--- config.mk ---
export PLATFORM = sky130hd
export DESIGN_NAME = aib_chan_top
export DESIGN_NICKNAME = d
export VERILOG_FILES = /design/src/logic/aib_pkg.sv /design/src/logic/aib_rx_ctrl_if.sv /design/src/logic/aib_cfg_avmm.sv /design/src/logic/aib_tx_adapt.sv /design/src/logic/aib_rx_adapt.sv /design/src/logic/aib_chan_top.sv
export VERILOG_INCLUDE_DIRS = /design/src /design/src/include
export SDC_FILE = /design/constraint.sdc
export NUM_CORES = 1
export LEC_CHECK = 0
export BUFFER_PORTS_ARGS = -buffer_cell sky130_fd_sc_hd__buf_2
export CAP_MARGIN = 25
export CORE_ASPECT_RATIO = 1.25
export CORE_MARGIN = 3
export CORE_UTILIZATION = 40
export CTS_BUF_LIST = sky130_fd_sc_hd__clkbuf_16
export DETAILED_ROUTE_END_ITERATION = 10
export MAX_ROUTING_LAYER = met4
export PLACE_DENSITY = 0.67
export SYNTH_ARGS = -nofsm -noshare
export SYNTH_HDL_FRONTEND = slang
export SYNTH_SLANG_ARGS = --single-unit
--- constraint.sdc ---
create_clock -name i_tx_pma_clk -period 2.5 [get_ports i_tx_pma_clk]
set_input_delay 0.25 -clock i_tx_pma_clk [delete_from_list [all_inputs] [get_ports i_tx_pma_clk]]
set_output_delay 0.25 -clock i_tx_pma_clk [all_outputs]
set_load 0.05 [all_outputs]
--- src/include/aib_consts.svh ---
// Widths and config register addresses of the AIB channel, included by RTL and testbench
`ifndef AIB_CONSTS_SVH
`define AIB_CONSTS_SVH

// --------------------------------------------------
// Data path widths
`define AIB_WORD_W      40          // Local word
`define AIB_BEAT_W      20          // Pad beat, half a word
`define AIB_CNT_W       16          // Word and error counters

// --------------------------------------------------
// Avalon-MM config bus
`define AIB_CFG_ADDR_W  17
`define AIB_CFG_DATA_W  32

// Register map
`define AIB_REG_CTRL    17'h00000   // Bit 0 tx enable, bit 1 rx enable
`define AIB_REG_WORDS   17'h00004   // Word count, any write clears counters
`define AIB_REG_ERRS    17'h00008   // Framing error count, read only

`endif

--- src/logic/aib_pkg.sv ---
// Shared types of the AIB channel, imported by the RTL modules and the testbench
`default_nettype none

`include "aib_consts.svh"

package aib_pkg;

    // --------------------------------------------------
    // Data and bus widths with a meaning
    typedef logic [`AIB_WORD_W-1:0]     aib_word_t;      // Local word
    typedef logic [`AIB_BEAT_W-1:0]     aib_beat_t;      // One pad beat
    typedef logic [`AIB_CFG_ADDR_W-1:0] aib_cfg_addr_t;
    typedef logic [`AIB_CFG_DATA_W-1:0] aib_cfg_data_t;
    typedef logic [`AIB_CNT_W-1:0]      aib_cnt_t;       // Saturating counter

    // --------------------------------------------------
    // FSM states
    typedef enum logic {
        TX_IDLE,                    // Ready for a new word
        TX_HIGH                     // High half still to send
    } tx_state_e;

    typedef enum logic {
        RX_LOW,                     // Waiting for a marked low beat
        RX_HIGH                     // Low half held, expecting high beat
    } rx_state_e;

endpackage

`default_nettype wire

--- src/logic/aib_rx_ctrl_if.sv ---
// Control and status link between the config block and the receive adapter
`default_nettype none

interface aib_rx_ctrl_if
    import aib_pkg::*;
();

    logic     rx_en;                // Receive direction enabled
    logic     cnt_clr;              // One cycle clear of both counters
    aib_cnt_t word_cnt;             // Completed words
    aib_cnt_t err_cnt;              // Framing errors

    // Config side sets control, reads status
    modport cfg (
        output rx_en, cnt_clr,
        input  word_cnt, err_cnt
    );

    // Receive adapter side
    modport rx (
        input  rx_en, cnt_clr,
        output word_cnt, err_cnt
    );

endinterface

`default_nettype wire

--- src/logic/aib_cfg_avmm.sv ---
// Avalon-MM register block of the channel, holds the enables and reads back the rx counters
`default_nettype none

`include "aib_consts.svh"

module aib_cfg_avmm
    import aib_pkg::*;
(
    input  wire logic          i_tx_pma_clk,
    input  wire logic          i_rst_n,

    // Avalon-MM slave
    input  wire aib_cfg_addr_t i_cfg_avmm_addr,
    input  wire logic          i_cfg_avmm_read,
    input  wire logic          i_cfg_avmm_write,
    input  wire aib_cfg_data_t i_cfg_avmm_wdata,
    output aib_cfg_data_t      o_cfg_avmm_rdata,
    output logic               o_cfg_avmm_rdatavld,

    // To the adapters
    output logic               o_tx_en,
    aib_rx_ctrl_if.cfg         rx_ctrl
);

    logic [1:0]    ctrl_q;          // {rx_en, tx_en}
    logic          wr_ctrl;
    logic          wr_words;
    aib_cfg_data_t rd_mux;

    // --------------------------------------------------
    // Write decode
    assign wr_ctrl  = i_cfg_avmm_write && (i_cfg_avmm_addr == `AIB_REG_CTRL);
    assign wr_words = i_cfg_avmm_write && (i_cfg_avmm_addr == `AIB_REG_WORDS);

    always_ff @(posedge i_tx_pma_clk or negedge i_rst_n) begin
        if (!i_rst_n) begin
            ctrl_q <= 2'b00;                            // Both directions off
        end else if (wr_ctrl) begin
            ctrl_q <= i_cfg_avmm_wdata[1:0];
        end
    end

    assign o_tx_en       = ctrl_q[0];
    assign rx_ctrl.rx_en = ctrl_q[1];

    // Counters clear at the accept edge itself, so the zero shows next cycle
    assign rx_ctrl.cnt_clr = wr_words;

    // --------------------------------------------------
    // Read path
    always_comb begin
        case (i_cfg_avmm_addr)
            `AIB_REG_CTRL: begin
                rd_mux = {{(`AIB_CFG_DATA_W-2){1'b0}}, ctrl_q};
            end
            `AIB_REG_WORDS: begin
                rd_mux = {{(`AIB_CFG_DATA_W-`AIB_CNT_W){1'b0}}, rx_ctrl.word_cnt};
            end
            `AIB_REG_ERRS: begin
                rd_mux = {{(`AIB_CFG_DATA_W-`AIB_CNT_W){1'b0}}, rx_ctrl.err_cnt};
            end
            default: begin
                rd_mux = '0;                            // Unmapped
            end
        endcase
    end

    always_ff @(posedge i_tx_pma_clk or negedge i_rst_n) begin
        if (!i_rst_n) begin
            o_cfg_avmm_rdatavld <= 1'b0;
        end else begin
            o_cfg_avmm_rdatavld <= i_cfg_avmm_read;     // One cycle pulse per read
        end
    end

    always_ff @(posedge i_tx_pma_clk) begin
        if (i_cfg_avmm_read) begin
            o_cfg_avmm_rdata <= rd_mux;
        end
    end

    // --------------------------------------------------
    // Bus protocol
    a_no_rd_wr_overlap: assert property (
        @(posedge i_tx_pma_clk) disable iff (!i_rst_n)
        !(i_cfg_avmm_read && i_cfg_avmm_write)
    ) else $error("cfg read and write asserted together");

endmodule

`default_nettype wire

--- src/logic/aib_tx_adapt.sv ---
// Transmit adapter, splits each accepted word into a marked low beat and a high beat on the pads
`default_nettype none

`include "aib_consts.svh"

module aib_tx_adapt
    import aib_pkg::*;
(
    input  wire logic      i_tx_pma_clk,
    input  wire logic      i_rst_n,
    input  wire logic      i_tx_en,

    // Local word source
    input  wire aib_word_t i_tx_data,
    input  wire logic      i_tx_valid,
    output logic           o_tx_ready,

    // Pads
    output aib_beat_t      o_iopad_tx,
    output logic           o_iopad_tx_vld,
    output logic           o_iopad_tx_mark
);

    tx_state_e state_q;
    aib_beat_t hi_half_q;           // High half waiting for its beat
    logic      accept;

    // --------------------------------------------------
    // Handshake
    assign o_tx_ready = (state_q == TX_IDLE) && i_tx_en;
    assign accept     = i_tx_valid && o_tx_ready;

    // --------------------------------------------------
    // FSM and pad qualifiers
    always_ff @(posedge i_tx_pma_clk or negedge i_rst_n) begin
        if (!i_rst_n) begin
            state_q         <= TX_IDLE;
            o_iopad_tx_vld  <= 1'b0;
            o_iopad_tx_mark <= 1'b0;
        end else begin
            unique case (state_q)
                TX_IDLE: begin
                    o_iopad_tx_vld  <= accept;          // Low beat goes out
                    o_iopad_tx_mark <= accept;          // Marks start of word
                    if (accept) begin
                        state_q <= TX_HIGH;
                    end
                end
                TX_HIGH: begin
                    // Finishes even if tx_en dropped meanwhile
                    o_iopad_tx_vld  <= 1'b1;
                    o_iopad_tx_mark <= 1'b0;
                    state_q         <= TX_IDLE;
                end
            endcase
        end
    end

    // --------------------------------------------------
    // Beat data
    always_ff @(posedge i_tx_pma_clk) begin
        if (accept) begin
            o_iopad_tx <= i_tx_data[`AIB_BEAT_W-1:0];
            hi_half_q  <= i_tx_data[`AIB_WORD_W-1:`AIB_BEAT_W];
        end else if (state_q == TX_HIGH) begin
            o_iopad_tx <= hi_half_q;
        end
    end

    // A marked beat carries data and is always followed by its unmarked high beat
    a_mark_then_high: assert property (
        @(posedge i_tx_pma_clk) disable iff (!i_rst_n)
        o_iopad_tx_mark |-> o_iopad_tx_vld ##1 (o_iopad_tx_vld && !o_iopad_tx_mark)
    ) else $error("tx mark without valid or without following high beat");

endmodule

`default_nettype wire

--- src/logic/aib_rx_adapt.sv ---
// Receive adapter, samples the pads, rebuilds words from beat pairs and counts words and errors
`default_nettype none

`include "aib_consts.svh"

module aib_rx_adapt
    import aib_pkg::*;
(
    input  wire logic      i_tx_pma_clk,
    input  wire logic      i_rst_n,

    // Pads
    input  wire aib_beat_t i_iopad_rx,
    input  wire logic      i_iopad_rx_vld,
    input  wire logic      i_iopad_rx_mark,

    // Local word sink, no back-pressure
    output aib_word_t      o_rx_data,
    output logic           o_rx_valid,

    aib_rx_ctrl_if.rx      rx_ctrl
);

    aib_beat_t beat_q;              // Sampled pad beat
    logic      vld_q;
    logic      mark_q;
    aib_beat_t lo_half_q;           // Low half of word in progress
    rx_state_e state_q;
    aib_cnt_t  word_cnt_q;
    aib_cnt_t  err_cnt_q;

    logic      beat_ok;
    logic      word_done;
    logic      frame_err;

    // --------------------------------------------------
    // Pad sampling
    always_ff @(posedge i_tx_pma_clk or negedge i_rst_n) begin
        if (!i_rst_n) begin
            vld_q  <= 1'b0;
            mark_q <= 1'b0;
        end else begin
            vld_q  <= i_iopad_rx_vld;
            mark_q <= i_iopad_rx_mark;
        end
    end

    always_ff @(posedge i_tx_pma_clk) begin
        beat_q <= i_iopad_rx;
    end

    // --------------------------------------------------
    // Framing
    assign beat_ok   = rx_ctrl.rx_en && vld_q;
    assign word_done = beat_ok && (state_q == RX_HIGH) && !mark_q;
    assign frame_err = beat_ok && (((state_q == RX_LOW) && !mark_q)
                                || ((state_q == RX_HIGH) && mark_q));

    always_ff @(posedge i_tx_pma_clk or negedge i_rst_n) begin
        if (!i_rst_n) begin
            state_q    <= RX_LOW;
            o_rx_valid <= 1'b0;
        end else begin
            o_rx_valid <= word_done;
            if (!rx_ctrl.rx_en) begin
                state_q <= RX_LOW;                      // Drop any half word
            end else if (beat_ok && mark_q) begin
                state_q <= RX_HIGH;                     // Marked beat starts a word
            end else if (word_done) begin
                state_q <= RX_LOW;
            end
        end
    end

    always_ff @(posedge i_tx_pma_clk) begin
        if (beat_ok && mark_q) begin
            lo_half_q <= beat_q;                        // Also resyncs on a stray mark
        end
        if (word_done) begin
            o_rx_data <= {beat_q, lo_half_q};
        end
    end

    // --------------------------------------------------
    // Saturating counters
    always_ff @(posedge i_tx_pma_clk or negedge i_rst_n) begin
        if (!i_rst_n) begin
            word_cnt_q <= '0;
            err_cnt_q  <= '0;
        end else if (rx_ctrl.cnt_clr) begin
            word_cnt_q <= '0;
            err_cnt_q  <= '0;
        end else begin
            if (word_done && (word_cnt_q != '1)) begin
                word_cnt_q <= word_cnt_q + 1'b1;
            end
            if (frame_err && (err_cnt_q != '1)) begin
                err_cnt_q <= err_cnt_q + 1'b1;
            end
        end
    end

    assign rx_ctrl.word_cnt = word_cnt_q;
    assign rx_ctrl.err_cnt  = err_cnt_q;

    // A word needs two beats, so valid can never repeat back to back
    a_rx_valid_pulse: assert property (
        @(posedge i_tx_pma_clk) disable iff (!i_rst_n)
        o_rx_valid |=> !o_rx_valid
    ) else $error("rx valid held for two cycles");

endmodule

`default_nettype wire

--- src/logic/aib_chan_top.sv ---
// Top level of one AIB channel, joins config, transmit and receive adapters with plain ports
`default_nettype none

module aib_chan_top
    import aib_pkg::*;
(
    input  wire logic          i_tx_pma_clk,
    input  wire logic          i_rst_n,

    // --------------------------------------------------
    // Config bus
    input  wire aib_cfg_addr_t i_cfg_avmm_addr,
    input  wire logic          i_cfg_avmm_read,
    input  wire logic          i_cfg_avmm_write,
    input  wire aib_cfg_data_t i_cfg_avmm_wdata,
    output aib_cfg_data_t      o_cfg_avmm_rdata,
    output logic               o_cfg_avmm_rdatavld,

    // --------------------------------------------------
    // Local transmit side
    input  wire aib_word_t     i_tx_data,
    input  wire logic          i_tx_valid,
    output logic               o_tx_ready,

    // Local receive side
    output aib_word_t          o_rx_data,
    output logic               o_rx_valid,

    // --------------------------------------------------
    // Pads
    output aib_beat_t          o_iopad_tx,
    output logic               o_iopad_tx_vld,
    output logic               o_iopad_tx_mark,
    input  wire aib_beat_t     i_iopad_rx,
    input  wire logic          i_iopad_rx_vld,
    input  wire logic          i_iopad_rx_mark
);

    logic tx_en;                    // Transmit enable from control register

    aib_rx_ctrl_if u_rx_ctrl_if ();

    aib_cfg_avmm u_cfg_avmm (
        .i_tx_pma_clk        (i_tx_pma_clk),
        .i_rst_n             (i_rst_n),
        .i_cfg_avmm_addr     (i_cfg_avmm_addr),
        .i_cfg_avmm_read     (i_cfg_avmm_read),
        .i_cfg_avmm_write    (i_cfg_avmm_write),
        .i_cfg_avmm_wdata    (i_cfg_avmm_wdata),
        .o_cfg_avmm_rdata    (o_cfg_avmm_rdata),
        .o_cfg_avmm_rdatavld (o_cfg_avmm_rdatavld),
        .o_tx_en             (tx_en),
        .rx_ctrl             (u_rx_ctrl_if.cfg)
    );

    aib_tx_adapt u_tx_adapt (
        .i_tx_pma_clk    (i_tx_pma_clk),
        .i_rst_n         (i_rst_n),
        .i_tx_en         (tx_en),
        .i_tx_data       (i_tx_data),
        .i_tx_valid      (i_tx_valid),
        .o_tx_ready      (o_tx_ready),
        .o_iopad_tx      (o_iopad_tx),
        .o_iopad_tx_vld  (o_iopad_tx_vld),
        .o_iopad_tx_mark (o_iopad_tx_mark)
    );

    // Receive only sees the far die through its pads
    aib_rx_adapt u_rx_adapt (
        .i_tx_pma_clk    (i_tx_pma_clk),
        .i_rst_n         (i_rst_n),
        .i_iopad_rx      (i_iopad_rx),
        .i_iopad_rx_vld  (i_iopad_rx_vld),
        .i_iopad_rx_mark (i_iopad_rx_mark),
        .o_rx_data       (o_rx_data),
        .o_rx_valid      (o_rx_valid),
        .rx_ctrl         (u_rx_ctrl_if.rx)
    );

endmodule

`default_nettype wire

# Word-level counts from Yosys, hierarchy flattened
# Cells that the tools add are included.
dict set report totals {
  in_bits 116
  ff_bits 194
}
dict set report classes {
  muxes 14
  n_reduce_logical 19
  n_addsub 2
  n_eq_ne 5
  n_bitwise 2
}
# operator count
set ops {}
lappend ops {{$mux W16} 4}
lappend ops {{$pmux W16 S3} 1}
lappend ops {{$mux W20} 2}
lappend ops {{$add A16 B1 Y16 const B} 2}
lappend ops {{$ne A16 B16 Y1 const B} 2}
lappend ops {{$eq A17 B3 Y1 const B} 1}
lappend ops {{$eq A17 B4 Y1 const B} 1}
lappend ops {{$logic_not A17 Y1} 1}
lappend ops {{$logic_and A1 B1 Y1} 13}
lappend ops {{$pmux W1 S2} 3}
lappend ops {{$reduce_bool A2 Y1} 3}
lappend ops {{$mux W1} 4}
lappend ops {{$ne A3 B1 Y1 const B} 1}
lappend ops {{$not A1 Y1} 2}
lappend ops {{$logic_not A1 Y1} 1}
lappend ops {{$logic_or A1 B1 Y1} 1}

# Logic depth before layout (Yosys ltp)
dict set report logic_depth {
  depth_word 7
  mapped_depth 7
  depth_no_buf 6
}

# Cells and area by module
# From an unflattened synthesis, not the netlist that was laid out.
dict set report hier_totals {
  hier_cells 420
  hier_area_um2 6706.4
}
# module cells_each area_per_inst_um2 seq_area_each_um2 n_inst
set modules_own_cells {}
lappend modules_own_cells {aib_rx_adapt 277 4139.0 3103.0 1}
lappend modules_own_cells {aib_tx_adapt 69 1607.8 1251.2 1}
lappend modules_own_cells {aib_cfg_avmm 74 959.7 555.5 1}

# Worst setup path after synthesis
# No wires, ideal clock.
dict set report synth_timing {
  kind {flip-flop to flip-flop}
  startpoint {register, netlist name u_tx_adapt.o_iopad_tx_mark}
  endpoint {register u_tx_adapt.o_iopad_tx[0], enable pin}
  setup_ps 348
  path_stages_with_launch 6
  t_arrival_ps 2596
  path_slack_ps -443
  path_buffers 2
  t_required_ps 2152
  period_less_slack_ps 2943
  cell_sequence {dfrtp_1 nor2b_1 and2_1 clkbuf_1 buf_2 or2_2}
}
# element line
set synth_lines {}
lappend synth_lines {{to (signal assigned)} aib_tx_adapt.sv:63} ;# o_iopad_tx <= i_tx_data[`AIB_BEAT_W-1:0];
lappend synth_lines {{to (signal assigned)} aib_tx_adapt.sv:66} ;# o_iopad_tx <= hi_half_q;
lappend synth_lines {{to (decl)} aib_tx_adapt.sv:19} ;# output aib_beat_t o_iopad_tx,

# Worst setup path after layout
dict set report layout_timing {
  startpoint {register u_rx_adapt.word_cnt_q[0], in the netlist u_rx_adapt.rx_ctrl.word_cnt[0]}
  endpoint {register u_rx_adapt.word_cnt_q[1], in the netlist u_rx_adapt.rx_ctrl.word_cnt[1]}
}
dict set report layout_between {
  elab_chain_len 3
  elab_cells_between_ends 6
}
# element line
set layout_lines {}
lappend layout_lines {{from (decl)} aib_rx_adapt.sv:29} ;# aib_cnt_t word_cnt_q;
lappend layout_lines {{from (signal assigned)} aib_rx_adapt.sv:95} ;# word_cnt_q <= word_cnt_q + 1'b1;
lappend layout_lines {{$add A16 B1 Y16 or $ne A16 B16 Y1 (tied branches)} {aib_rx_adapt.sv:95, aib_rx_adapt.sv:94}}
lappend layout_lines {{$mux W16 or $logic_and A1 B1 Y1 (tied branches)} aib_rx_adapt.sv:94} ;# if (word_done && (word_cnt_q != '1)) begin
lappend layout_lines {{$mux W16 or $reduce_bool A2 Y1 (tied branches)} -}
# Parallel ways exist; a longest one is shown, timed or not. The select of a mux whose other input is x is not followed.
# A chain may end at the register's enable or synchronous reset.

==> flow_metrics.tcl <==
set metrics [dict create \
    outcome "complete, no violations" \
    wl_per_cell_um 15.3 \
    cp-start-kind "flop" \
    drt_wl_total_um 13300 \
    synth_cell_types 43 \
    synth-edff-count 116 \
    vias 4197 \
    grt_first_pass_wirelength_um 21800 \
    p_leak_uw 0.00346 \
    ff_latch_area_mm2 0.00491 \
    antenna_left 0 \
    cp.required_ns 2.78 \
    async_reset_ff_share_pct 23.2 \
    cts_tree "yes" \
    synth_common_cells "116 x edfxtp_1, 41 x dfrtp_1, 29 x nor2_1" \
    worst_pin_slew_ns 0.590 \
    worst-endpoint-arrival_ns 2.21 \
    fin_ws_ns 0.572 \
    num_rows 51 \
    area_growth_syn_to_layout_pct 30.5 \
    max_slew_margin_pct 60.6 \
    total_power_uw 5730 \
    grt_pass1_vias 4417 \
    maxCapViolCount 0 \
    yosysTopAreaCell "edfxtp_1" \
    synth_top_area_share_pct 52.9 \
    final_net_count 761 \
    yosys_register_bits 177 \
    multi_input_comb_area_mm2 0.00156 \
    synth_seq_area_share_pct 74.5 \
    h-tree-depth 4 \
    cts_buffers 17 \
    skew_ns 0.00469 \
    dieHeight_um 150 \
    core_area_mm2 0.0159 \
    power_density_mw_per_mm2 666 \
    insertion_delay_ns 0.42 \
    synthCells 422 \
    hp-class "input port to flop" \
    first_iter_violations 164 \
    drv_slew 0 \
    ioPinCount 213 \
    synth_flop_cell "edfxtp_1" \
    pre_cts_slack_ns 0.444 \
    overflow 0 \
    finalSetupViolCount 0 \
    dp_hpwl_um 9150 \
    gp_congestion 0.884 \
    via_per_inst 4.84 \
    grt_max_degree 42 \
    die_area_mm2 0.0181 \
    initial_core_util_pct 41.5 \
    finalSetupTns_ns 0 \
    diodes 0 \
    portBuffers 166 \
    max-clock-path-buffers 2 \
    layout-drive-gt1-share_pct 35.4 \
    cts.clk_slew.worst_paths_ns 0.06 \
    fmax_mhz 519 \
    finalCritPeriodShare_pct 77.1 \
    gr-usage-all-layers_pct 16.0 \
    cts_sinks 177 \
    holdWs_ns 0.0504 \
    cp_max_fo 8 \
    drc 0 \
    rsz0062_at_grt "false" \
    cts_root_buf "clkbuf_16" \
    fill_cells 1325 \
    synth_area_mm2 0.00659 \
    grt_antenna_before_repair 0 \
    path_class "flop to flop" \
    synth_most_common_cell "edfxtp_1" \
    ir_drop_mv 0.462 \
    avgSynthCellArea_um2 15.6 \
    drt_pass1_iterations 4 \
    fin_crit_ns 1.93 \
    critPathCaptureType "flop" \
    yosys_warnings 0 \
    cts_setup_buffers 0 \
    hold_viol 0 \
    cts_resized 0 \
    die_w_um 121 \
    synth_area_leaders "edfxtp_1 53%, dfrtp_1 16%, dfxtp_1 6.1%, mux2_2 3.8%, xor2_1 2.0%" \
]
## registers in the layout (all words and copies together), names as in the netlist
| register | count |
|---|---|
| u_rx_adapt.state_q | 1 |
| u_rx_adapt.o_rx_valid | 1 |
| u_rx_adapt.o_rx_data | 40 |
| u_rx_adapt.beat_q | 20 |
| u_tx_adapt.o_iopad_tx_vld | 1 |
| u_rx_adapt.mark_q | 1 |
| u_rx_adapt.rx_ctrl.word_cnt | 16 |
| u_tx_adapt.hi_half_q | 20 |
| u_rx_adapt.rx_ctrl.err_cnt | 16 |
| u_rx_adapt.vld_q | 1 |
| u_cfg_avmm.o_cfg_avmm_rdatavld | 1 |
| u_cfg_avmm.o_cfg_avmm_rdata | 16 |
| u_cfg_avmm.ctrl_q | 2 |
| u_tx_adapt.o_iopad_tx | 20 |
| u_tx_adapt.o_iopad_tx_mark | 1 |
| u_rx_adapt.lo_half_q | 20 |
## layout by cell type, fill, tap and decap left out, types with 2 or more instances in the layout
cell / Yosys / routed
nand4_1: 10 / 10
dfrtp_1: 41 / 41
nand2_1: 15 / 15
mux2_2: 22 / 22
xnor2_1: 6 / 6
conb_1: 1 / 16
a21oi_1: 6 / 6
and4_1: 5 / 5
edfxtp_1: 116 / 116
inv_1: 2 / 4
clkbuf_16: 0 / 17
buf_12: 0 / 2
nor2b_1: 4 / 3
nand3_1: 22 / 22
nor4_1: 5 / 5
ha_1: 2 / 2
clkinv_2: 0 / 3
a22o_1: 14 / 14
o21ai_0: 6 / 6
or3_1: 5 / 5
nor2_1: 29 / 29
buf_4: 16 / 4
mux2i_1: 9 / 9
and2_1: 4 / 3
clkinvlp_4: 0 / 3
o2111ai_1: 2 / 2
nand2b_1: 6 / 6
inv_6: 0 / 4
dfxtp_1: 20 / 20
dlygate4sd3_1: 0 / 43
buf_2: 7 / 166
nor3_1: 3 / 3
xor2_1: 15 / 15
and3_1: 10 / 10
## power breakdown
group | internal (uW) | switching, uW
Sequential | 3130 | 12.5
Combinational | 104 | 138
Clock | 1260 | 1080
## through the flow
stage          std cells  instance area, um2  util [%]
6_report             868                8600      54.1
5_1_grt              868                8600      54.1
4_1_cts              866                8570      53.9
3_5_place_dp         792                7630      48.0
3_3_place_gp         792                7630      48.0
2_1_floorplan        437                6650         -
## layer usage
layer / routed length [um] / part of all wire (%) / up-vias / global-route usage [%]
met5: 0 / 0 / - / -
met2: 6660 / 50 / 161 / 25.8
met3: 911 / 6.8 / 19 / 5.48
li1: - / - / 1998 / -
met4: 256 / 1.9 / 0 / 6.12
met1: 5500 / 41 / 2019 / 18.7
## critical path, cell delays in order (launching register included)
cell and delay [ns]:
dfrtp_1 0.44, ha_1 0.23, nand4_1 0.17, nand4bb_1 0.43, and2_1 0.32, mux2i_1 0.15
nor2_1 0.05
## kinds of logic (layout without fill, tap and decap cells)
group                      count (synthesis)  after routing  synth area share [%]
AOI/OAI and AO/OA                         34             34                  4.06
xor gates and xnor gates                  21             21                  2.79
adders and majority gates                  2              2                 0.380
buffers and inverters                     30            249                  2.75
DFF                                      177            177                  74.5
muxes                                     31             31                  5.13
other                                      1             16                0.0569
and+or+nand+nor                          126            126                  10.3
## cell type report
type                       instances  area share (%)
clock buffer                      17            4.95
sequential                       177            57.1
inverter                           2          0.0873
tap                              212            3.08
timing repair buffer             215            15.5
clock inverter                    15            1.12
multi-input combinational        230            18.2
## path summary, 6_finish.rpt
| kind | slack (ns) | start | to | cells past startpoint |
|---|---|---|---|---|
| min in group asynchronous | 0.20 | i_rst_n | u_rx_adapt.rx_ctrl.err_cnt[5] | 2 |
| max in group asynchronous | 1.86 | i_rst_n | u_rx_adapt.rx_ctrl.err_cnt[0] | 3 |
| worst max-delay path | 0.57 | u_rx_adapt.rx_ctrl.word_cnt[0] | u_rx_adapt.rx_ctrl.word_cnt[1] | 6 |
| worst min-delay path | 0.05 | i_tx_valid | u_tx_adapt.o_iopad_tx_mark | 2 |
| worst max register to register | 0.57 | u_rx_adapt.rx_ctrl.word_cnt[0] | u_rx_adapt.rx_ctrl.word_cnt[1] | 6 |
| worst min register to register | 0.42 | u_rx_adapt.lo_half_q[12] | u_rx_adapt.o_rx_data[12] | 0 |
## what timing repair did
action,CTS,global route
hold buffers,42,1
endpoints found under the hold margin,42,41
endpoints found under the setup margin,0,0
Note: power is estimated with default switching activity, not from simulation.
